[config.mk]
export PLATFORM = sky130hd
export DESIGN_NAME = matmul_top
export DESIGN_NICKNAME = d
export VERILOG_FILES = /design/src/mm_ctrl_pkg.sv /design/src/mm_cfg_pkg.sv /design/src/mem_port_if.sv /design/src/matmul_top.sv /design/src/matmul_engine.sv /design/src/mac_lane_array.sv /design/src/mem_arbiter.sv /design/src/row_ram.sv
export SDC_FILE = /design/constraint.sdc
export NUM_CORES = 1
export LEC_CHECK = 0
export ABC_AREA = 1
export ABC_CLOCK_PERIOD_IN_PS = 5800
export BUFFER_PORTS_ARGS = -buffer_cell sky130_fd_sc_hd__buf_2
export CAP_MARGIN = 5
export CORE_UTILIZATION = 47
export CTS_BUF_LIST = sky130_fd_sc_hd__clkbuf_8 sky130_fd_sc_hd__clkbuf_16
export DETAILED_ROUTE_END_ITERATION = 7
export PLACE_DENSITY = 0.63
export REMOVE_ABC_BUFFERS = 1
export SYNTH_ARGS = -nofsm -noshare
export SYNTH_HDL_FRONTEND = slang
export SYNTH_HIERARCHICAL = 1
export SYNTH_SLANG_ARGS = --single-unit
[constraint.sdc]
create_clock -name clk -period 5.8 [get_ports clk]
set_input_delay 0.58 -clock clk [delete_from_list [all_inputs] [get_ports clk]]
set_output_delay 0.58 -clock clk [all_outputs]
set_load 0.02 [all_outputs]
[src/mm_ctrl_pkg.sv]
package mm_ctrl_pkg;

  typedef enum logic [1:0] {
    HOST_NOP  = 2'd0,
    HOST_WR_A = 2'd1,
    HOST_WR_B = 2'd2,
    HOST_RD_C = 2'd3
  } host_op_e;

  typedef enum logic [2:0] {
    ST_IDLE,
    ST_RD_A,
    ST_RD_B,
    ST_ACC,
    ST_WR_C,
    ST_DONE
  } engine_state_e;

endpackage

[src/mm_cfg_pkg.sv]
package mm_cfg_pkg;

  // Matrix dimension and element width
  parameter int DEFAULT_MAT_SIZE   = 4;
  parameter int DEFAULT_DATA_WIDTH = 8;

  // Region code sits above the row index in a memory address
  parameter int REGION_BITS = 2;

  typedef enum logic [REGION_BITS-1:0] {
    REGION_A = 2'd0,
    REGION_B = 2'd1,
    REGION_C = 2'd2
  } mem_region_e;

endpackage
[src/mem_port_if.sv]
`timescale 1ns/1ps

interface mem_port_if #(
  parameter int mat_size   = mm_cfg_pkg::DEFAULT_MAT_SIZE,
  parameter int data_width = mm_cfg_pkg::DEFAULT_DATA_WIDTH
) ();

  localparam int row_width = mat_size * data_width;
  localparam int row_bits  = $clog2(mat_size);

  logic                    req;
  logic                    we;
  mm_cfg_pkg::mem_region_e region;
  logic [row_bits-1:0]     row;
  logic [row_width-1:0]    wdata;
  logic [row_width-1:0]    rdata;
  logic                    gnt;

  // Request fields held until gnt
  modport requester (
    output req, we, region, row, wdata,
    input  gnt, rdata
  );

  modport arbiter (
    input  req, we, region, row, wdata,
    output gnt, rdata
  );

endinterface

[src/matmul_top.sv]
`timescale 1ns/1ps

module matmul_top #(
  parameter int mat_size   = mm_cfg_pkg::DEFAULT_MAT_SIZE,
  parameter int data_width = mm_cfg_pkg::DEFAULT_DATA_WIDTH,
  localparam int row_width = mat_size * data_width,
  localparam int row_bits  = $clog2(mat_size)
) (
  input  logic                  clk,
  input  logic                  arst_n,
  input  mm_ctrl_pkg::host_op_e host_op,
  input  logic [row_bits-1:0]   host_row,
  input  logic [row_width-1:0]  host_wdata,
  output logic [row_width-1:0]  host_rdata,
  input  logic                  start,
  output logic                  busy,
  output logic                  done
);

  localparam int addr_bits = mm_cfg_pkg::REGION_BITS + row_bits;

  logic [addr_bits-1:0] ram_addr;
  logic [row_width-1:0] ram_wdata;
  logic                 ram_we;
  logic [row_width-1:0] ram_rdata;
  logic                 host_rd_q;
  logic [row_width-1:0] rdata_hold;

  mem_port_if #(.mat_size(mat_size), .data_width(data_width)) host_port ();
  mem_port_if #(.mat_size(mat_size), .data_width(data_width)) eng_port ();

  //////////////////////////////
  // Host command decode

  always_comb
  begin
    host_port.req    = (host_op != mm_ctrl_pkg::HOST_NOP);
    host_port.we     = (host_op == mm_ctrl_pkg::HOST_WR_A) ||
                       (host_op == mm_ctrl_pkg::HOST_WR_B);
    host_port.row    = host_row;
    host_port.wdata  = host_wdata;
    case (host_op)
      mm_ctrl_pkg::HOST_WR_A: host_port.region = mm_cfg_pkg::REGION_A;
      mm_ctrl_pkg::HOST_WR_B: host_port.region = mm_cfg_pkg::REGION_B;
      default:                host_port.region = mm_cfg_pkg::REGION_C;
    endcase
  end

  // Read data shows one cycle after the command, then holds
  always_ff @(posedge clk or negedge arst_n)
  begin
    if (!arst_n)
    begin
      host_rd_q  <= 1'b0;
      rdata_hold <= '0;
    end
    else
    begin
      host_rd_q <= (host_op == mm_ctrl_pkg::HOST_RD_C);
      if (host_rd_q)
        rdata_hold <= host_port.rdata;
    end
  end

  assign host_rdata = host_rd_q ? host_port.rdata : rdata_hold;

  row_ram #(.mat_size(mat_size), .data_width(data_width)) i_row_ram (
    .clk   (clk),
    .addr  (ram_addr),
    .wdata (ram_wdata),
    .we    (ram_we),
    .rdata (ram_rdata)
  );

  mem_arbiter #(.mat_size(mat_size), .data_width(data_width)) i_mem_arbiter (
    .clk       (clk),
    .arst_n    (arst_n),
    .host_port (host_port.arbiter),
    .eng_port  (eng_port.arbiter),
    .addr      (ram_addr),
    .wdata     (ram_wdata),
    .we        (ram_we),
    .rdata     (ram_rdata)
  );

  matmul_engine #(.mat_size(mat_size), .data_width(data_width)) i_matmul_engine (
    .clk    (clk),
    .arst_n (arst_n),
    .start  (start),
    .busy   (busy),
    .done   (done),
    .mem    (eng_port.requester)
  );

endmodule

[src/matmul_engine.sv]
`timescale 1ns/1ps

module matmul_engine #(
  parameter int mat_size   = mm_cfg_pkg::DEFAULT_MAT_SIZE,
  parameter int data_width = mm_cfg_pkg::DEFAULT_DATA_WIDTH
) (
  input  logic          clk,
  input  logic          arst_n,
  input  logic          start,
  output logic          busy,
  output logic          done,
  mem_port_if.requester mem
);

  localparam int row_width = mat_size * data_width;
  localparam int row_bits  = $clog2(mat_size);
  localparam logic [row_bits-1:0] last_idx = row_bits'(mat_size - 1);

  mm_ctrl_pkg::engine_state_e state;
  logic [row_bits-1:0]   row_cnt;
  logic [row_bits-1:0]   col_cnt;
  logic [row_bits-1:0]   b_k;
  logic                  a_pend;
  logic                  b_pend;
  logic [row_width-1:0]  a_hold;
  logic [data_width-1:0] a_elem;
  logic [row_width-1:0]  c_row;

  //////////////////////////////
  // Row sequencing

  always_ff @(posedge clk or negedge arst_n)
  begin
    if (!arst_n)
    begin
      state   <= mm_ctrl_pkg::ST_IDLE;
      row_cnt <= '0;
      col_cnt <= '0;
      done    <= 1'b0;
    end
    else
    begin
      case (state)
        mm_ctrl_pkg::ST_IDLE:
          if (start)
          begin
            state   <= mm_ctrl_pkg::ST_RD_A;
            row_cnt <= '0;
            done    <= 1'b0;
          end
        mm_ctrl_pkg::ST_RD_A:
          if (mem.gnt)
          begin
            state   <= mm_ctrl_pkg::ST_RD_B;
            col_cnt <= '0;
          end
        mm_ctrl_pkg::ST_RD_B:
          if (mem.gnt)
          begin
            if (col_cnt == last_idx)
              state <= mm_ctrl_pkg::ST_ACC;
            else
              col_cnt <= col_cnt + 1'b1;
          end
        // Last B row still in the lanes
        mm_ctrl_pkg::ST_ACC:
          state <= mm_ctrl_pkg::ST_WR_C;
        mm_ctrl_pkg::ST_WR_C:
          if (mem.gnt)
          begin
            if (row_cnt == last_idx)
            begin
              state <= mm_ctrl_pkg::ST_DONE;
            end
            else
            begin
              row_cnt <= row_cnt + 1'b1;
              state   <= mm_ctrl_pkg::ST_RD_A;
            end
          end
        mm_ctrl_pkg::ST_DONE:
        begin
          state <= mm_ctrl_pkg::ST_IDLE;
          done  <= 1'b1;
        end
        default:
          state <= mm_ctrl_pkg::ST_IDLE;
      endcase
    end
  end

  assign busy = (state != mm_ctrl_pkg::ST_IDLE);

  // Reads in flight, data lands one cycle after grant
  always_ff @(posedge clk or negedge arst_n)
  begin
    if (!arst_n)
    begin
      a_pend <= 1'b0;
      b_pend <= 1'b0;
    end
    else
    begin
      a_pend <= (state == mm_ctrl_pkg::ST_RD_A) && mem.gnt;
      b_pend <= (state == mm_ctrl_pkg::ST_RD_B) && mem.gnt;
    end
  end

  always_ff @(posedge clk)
  begin
    if (a_pend)
      a_hold <= mem.rdata;
    if ((state == mm_ctrl_pkg::ST_RD_B) && mem.gnt)
      b_k <= col_cnt;
  end

  assign a_elem = a_hold[b_k*data_width +: data_width];

  always_comb
  begin
    mem.req    = 1'b0;
    mem.we     = 1'b0;
    mem.region = mm_cfg_pkg::REGION_C;
    mem.row    = row_cnt;
    mem.wdata  = c_row;
    case (state)
      mm_ctrl_pkg::ST_RD_A:
      begin
        mem.req    = 1'b1;
        mem.region = mm_cfg_pkg::REGION_A;
      end
      mm_ctrl_pkg::ST_RD_B:
      begin
        mem.req    = 1'b1;
        mem.region = mm_cfg_pkg::REGION_B;
        mem.row    = col_cnt;
      end
      mm_ctrl_pkg::ST_WR_C:
      begin
        mem.req = 1'b1;
        mem.we  = 1'b1;
      end
      default:
      begin
      end
    endcase
  end

  mac_lane_array #(
    .mat_size   (mat_size),
    .data_width (data_width)
  ) i_mac_lane_array (
    .clk    (clk),
    .arst_n (arst_n),
    .clear  (state == mm_ctrl_pkg::ST_RD_A),
    .valid  (b_pend),
    .a_elem (a_elem),
    .b_row  (mem.rdata),
    .c_row  (c_row)
  );

  // A second start mid-run must not end or restart it
  assert property (@(posedge clk) disable iff (!arst_n)
    (start && busy && state != mm_ctrl_pkg::ST_DONE) |=> busy && !done);

endmodule

[src/mac_lane_array.sv]
`timescale 1ns/1ps

module mac_lane_array #(
  parameter int mat_size   = mm_cfg_pkg::DEFAULT_MAT_SIZE,
  parameter int data_width = mm_cfg_pkg::DEFAULT_DATA_WIDTH,
  localparam int row_width = mat_size * data_width
) (
  input  logic                  clk,
  input  logic                  arst_n,
  input  logic                  clear,
  input  logic                  valid,
  input  logic [data_width-1:0] a_elem,
  input  logic [row_width-1:0]  b_row,
  output logic [row_width-1:0]  c_row
);

  logic [data_width-1:0] acc [mat_size];

  // One lane per output column, sums wrap at data_width
  always_ff @(posedge clk or negedge arst_n)
  begin
    if (!arst_n)
    begin
      for (int j = 0; j < mat_size; j++)
      begin
        acc[j] <= '0;
      end
    end
    else if (clear)
    begin
      for (int j = 0; j < mat_size; j++)
      begin
        acc[j] <= '0;
      end
    end
    else if (valid)
    begin
      for (int j = 0; j < mat_size; j++)
      begin
        acc[j] <= acc[j] + a_elem * b_row[j*data_width +: data_width];
      end
    end
  end

  always_comb
  begin
    for (int j = 0; j < mat_size; j++)
    begin
      c_row[j*data_width +: data_width] = acc[j];
    end
  end

endmodule

[src/mem_arbiter.sv]
`timescale 1ns/1ps

module mem_arbiter #(
  parameter int mat_size   = mm_cfg_pkg::DEFAULT_MAT_SIZE,
  parameter int data_width = mm_cfg_pkg::DEFAULT_DATA_WIDTH,
  localparam int row_width = mat_size * data_width,
  localparam int addr_bits = mm_cfg_pkg::REGION_BITS + $clog2(mat_size)
) (
  input  logic                 clk,
  input  logic                 arst_n,
  mem_port_if.arbiter          host_port,
  mem_port_if.arbiter          eng_port,
  output logic [addr_bits-1:0] addr,
  output logic [row_width-1:0] wdata,
  output logic                 we,
  input  logic [row_width-1:0] rdata
);

  logic rd_host_q;
  logic rd_eng_q;

  // Host always wins over the engine
  assign host_port.gnt = host_port.req;
  assign eng_port.gnt  = eng_port.req && !host_port.req;

  always_comb
  begin
    if (host_port.req)
    begin
      addr  = {host_port.region, host_port.row};
      wdata = host_port.wdata;
      we    = host_port.we;
    end
    else
    begin
      addr  = {eng_port.region, eng_port.row};
      wdata = eng_port.wdata;
      we    = eng_port.req && eng_port.we;
    end
  end

  //////////////////////////////
  // Read data return

  always_ff @(posedge clk or negedge arst_n)
  begin
    if (!arst_n)
    begin
      rd_host_q <= 1'b0;
      rd_eng_q  <= 1'b0;
    end
    else
    begin
      rd_host_q <= host_port.gnt && !host_port.we;
      rd_eng_q  <= eng_port.gnt && !eng_port.we;
    end
  end

  assign host_port.rdata = rd_host_q ? rdata : '0;
  assign eng_port.rdata  = rd_eng_q ? rdata : '0;

  // A stalled engine request waits unchanged for its grant
  assert property (@(posedge clk) disable iff (!arst_n)
    (eng_port.req && !eng_port.gnt) |=>
      (eng_port.req && $stable(eng_port.we) && $stable(eng_port.region) &&
       $stable(eng_port.row)));

  // Engine only ever stores results
  assert property (@(posedge clk) disable iff (!arst_n)
    (eng_port.gnt && eng_port.we) |-> eng_port.region == mm_cfg_pkg::REGION_C);

endmodule

[src/row_ram.sv]
`timescale 1ns/1ps

module row_ram #(
  parameter int mat_size   = mm_cfg_pkg::DEFAULT_MAT_SIZE,
  parameter int data_width = mm_cfg_pkg::DEFAULT_DATA_WIDTH,
  localparam int row_width = mat_size * data_width,
  localparam int addr_bits = mm_cfg_pkg::REGION_BITS + $clog2(mat_size)
) (
  input  logic                 clk,
  input  logic [addr_bits-1:0] addr,
  input  logic [row_width-1:0] wdata,
  input  logic                 we,
  output logic [row_width-1:0] rdata
);

  logic [row_width-1:0] mem [4*mat_size];

  // Read returns the old word when writing the same address
  always_ff @(posedge clk)
  begin
    if (we)
    begin
      mem[addr] <= wdata;
    end
    rdata <= mem[addr];
  end

endmodule

==> results.yml <==
worst_setup_path:
  cp-end-kind: "register"
  critical_path_buf_inv_count: 6
  r2r-start: "i_matmul_engine/b_k[0]$_DFFE_PP_"
  cpPeakStageDelay_ns: 0.59
  critPathSlowestCell: "edfxtp_1"
  cp.arrival_ns: 5.56
  crit_family: "adder cells"
  startpoint: "i_matmul_engine/b_k[0]$_DFFE_PP_"
  crit_path_cell_trace: "inv_1, o21ai_0, o22ai_1, buf_4, nand2_1, fa_1, inv_1, fa_1, inv_1, fa_1, fa_1, inv_1, ha_1, a21oi_1, nand2_1, nand3_1, nand2_1, nand2_1, inv_1, nor2_1, nand3_1, nand3_1, nand2_1"
  cp_max_fo: 17
  cp-start-kind: "register"
  critical_path_required_ns: 6.32
  path_class: "register to register"
power:
  p_per_area_nw_per_um2: 337
  vdd_ir_drop_max_mv: 0.207
  p_leak_nw: 17.3
detailed_routing:
  drt-total-wl_um: 86000
  route.detailed.drc: 0
  ant_nets: 0
  dr.pass1.iters: 5
  via_per_inst: 4.98
  vias: 22600
  post_drt_wl_per_cell_um: 18.9
  drtIter0Drc: 2146
sta:
  hold_violations: 0
  post-route-period-util_pct: 86.9
  whs_ns: 0.227
  finalCriticalPeriod_ns: 5.04
  worstMarginPinSlew_ns: 1.01
  setup_viol: 0
  slew_violations: 0
  rsz0062_at_grt: "no"
  relSlewSlack_pct: 32.6
  fin_worst_skew_ns: 0.0230
  max_freq_ghz: 0.198
clocking:
  clk_latency_ns: 0.63
  hold_buffers: 1
  cts_root_buf: "clkbuf_16"
  clkSinkCount: 655
  clockBufferDepth: 3
  tritoncts: "yes"
  cts_resized: 0
  htreeDepth: 3
  cts_buffers: 72
  path_clk_slew_ns: 0.06
  post_cts_buffers: 0
floorplan:
  die_h_um: 265
  dieArea_sq_um: 70300
  die_w_um: 265
  ios: 73
  coreArea_sq_um: 68600
  start_util_pct: 47.4
  rows: 96
min_path:
  min_path_type: "input pin to register"
  min-delay-start: "host_op[0]"
outcome:
  status: "finished clean"
layout:
  drive_gt1_share_pct: 8.05
  mostFrequentLayoutCells: "nand2_1 (1,926), edfxtp_1 (546), inv_1 (403)"
  nNetsFinal: 3741
  num_antenna_cells: 0
  fin_area_sq_um: 36000
  final_cells: 4546
  final_common_cell: "nand2_1"
  syn_to_final_growth_pct: 10.6
job:
  cap_violations: 0
placement:
  place_inst: 4413
  io_buffers: 72
  dpl_cell_area_sq_um: 33600
  dp.final_hpwl_um: 50400
  place.gp.congestion: 0.887
global_route:
  grt_pass1_vias: 21100
  grt_max_degree: 169
  antenna_found_initial: 1
  grt_overflow: 0
  grt_pass1_wl_um: 131000
  grt_use_total_pct: 25.0
yosys:
  synthCells: 3512
  netlist_area_sq_um: 32500
  yosysWarnings: 6
  syn-mean-instance-area_sq_um: 9.26
per-layer routing:
layer	GRT usage, %	wire, um	vias up
met1	36.5	39000	10700
met3	3.56	5880	154
met2	38.6	38800	774
met5	0	0	-
li1	-	-	11000
met4	7.56	2320	0
final timing paths:
kind | endpoint | slack (ns) | depth (start not counted)
max | i_matmul_engine/i_mac_lane_array/c_row[23]$_DFFE_PN0P_ | 0.76 | 23
min | host_rd_q$_DFF_PN0_ | 0.23 | 2
min in group asynchronous | rdata_hold[12]$_DFF_PN0_ | 0.52 | 2
max reg2reg | i_matmul_engine/i_mac_lane_array/c_row[23]$_DFFE_PN0P_ | 0.76 | 23
min reg2reg | rdata_hold[24]$_DFF_PN0_ | 0.46 | 2
max in group asynchronous | host_rd_q$_DFF_PN0_ | 4.18 | 3
layout make-up:
cell class	instances	area, sq um
Fill cell	6243	32600
Sequential cell	655	19000
Multi-Input combinational cell	2308	11200
Clock buffer	77	1900
Inverter	398	1510
Tap cell	931	1160
Timing Repair Buffer	122	816
Clock inverter	55	443
registers in the layout (all words and copies together) (netlist names):
| signal | cells |
|---|---|
| host_rd_q | 1 |
| i_matmul_engine/a_hold | 32 |
| i_matmul_engine/a_pend | 1 |
| i_matmul_engine/b_k | 2 |
| i_matmul_engine/b_pend | 1 |
| i_matmul_engine/col_cnt | 2 |
| i_matmul_engine/done | 1 |
| i_matmul_engine/i_mac_lane_array/c_row | 32 |
| i_matmul_engine/row_cnt | 2 |
| i_matmul_engine/state | 3 |
| i_mem_arbiter/rd_eng_q | 1 |
| i_mem_arbiter/rd_host_q | 1 |
| i_row_ram/mem | 512 |
| i_row_ram/rdata | 32 |
| rdata_hold | 32 |
power breakdown:
group	switching, W	internal [W]	total (W)
Clock	0.00191	0.00261	0.00452
Sequential	0.000201	0.00538	0.00558
Combinational	0.00147	0.000547	0.00201
stage by stage:
| step | util [%] | total power, W | setup TNS, ns | worst slack (ns) |
|---|---|---|---|---|
| 6_report | 52.5 | 0.0121 | 0 | 0.760 |
| 5_1_grt | 52.5 | 0.0126 | 0 | 0.352 |
| 4_1_cts | 52.5 | 0.0122 | 0 | 0.786 |
| 3_5_place_dp | 49.0 | 0.00769 | 0 | 0.799 |
| 3_3_place_gp | 49.0 | 0.00767 | 0 | 0.836 |
| 2_1_floorplan | - | 0.00693 | -1784.77 | -4.06 |
Power figures use the tool's default switching activity.
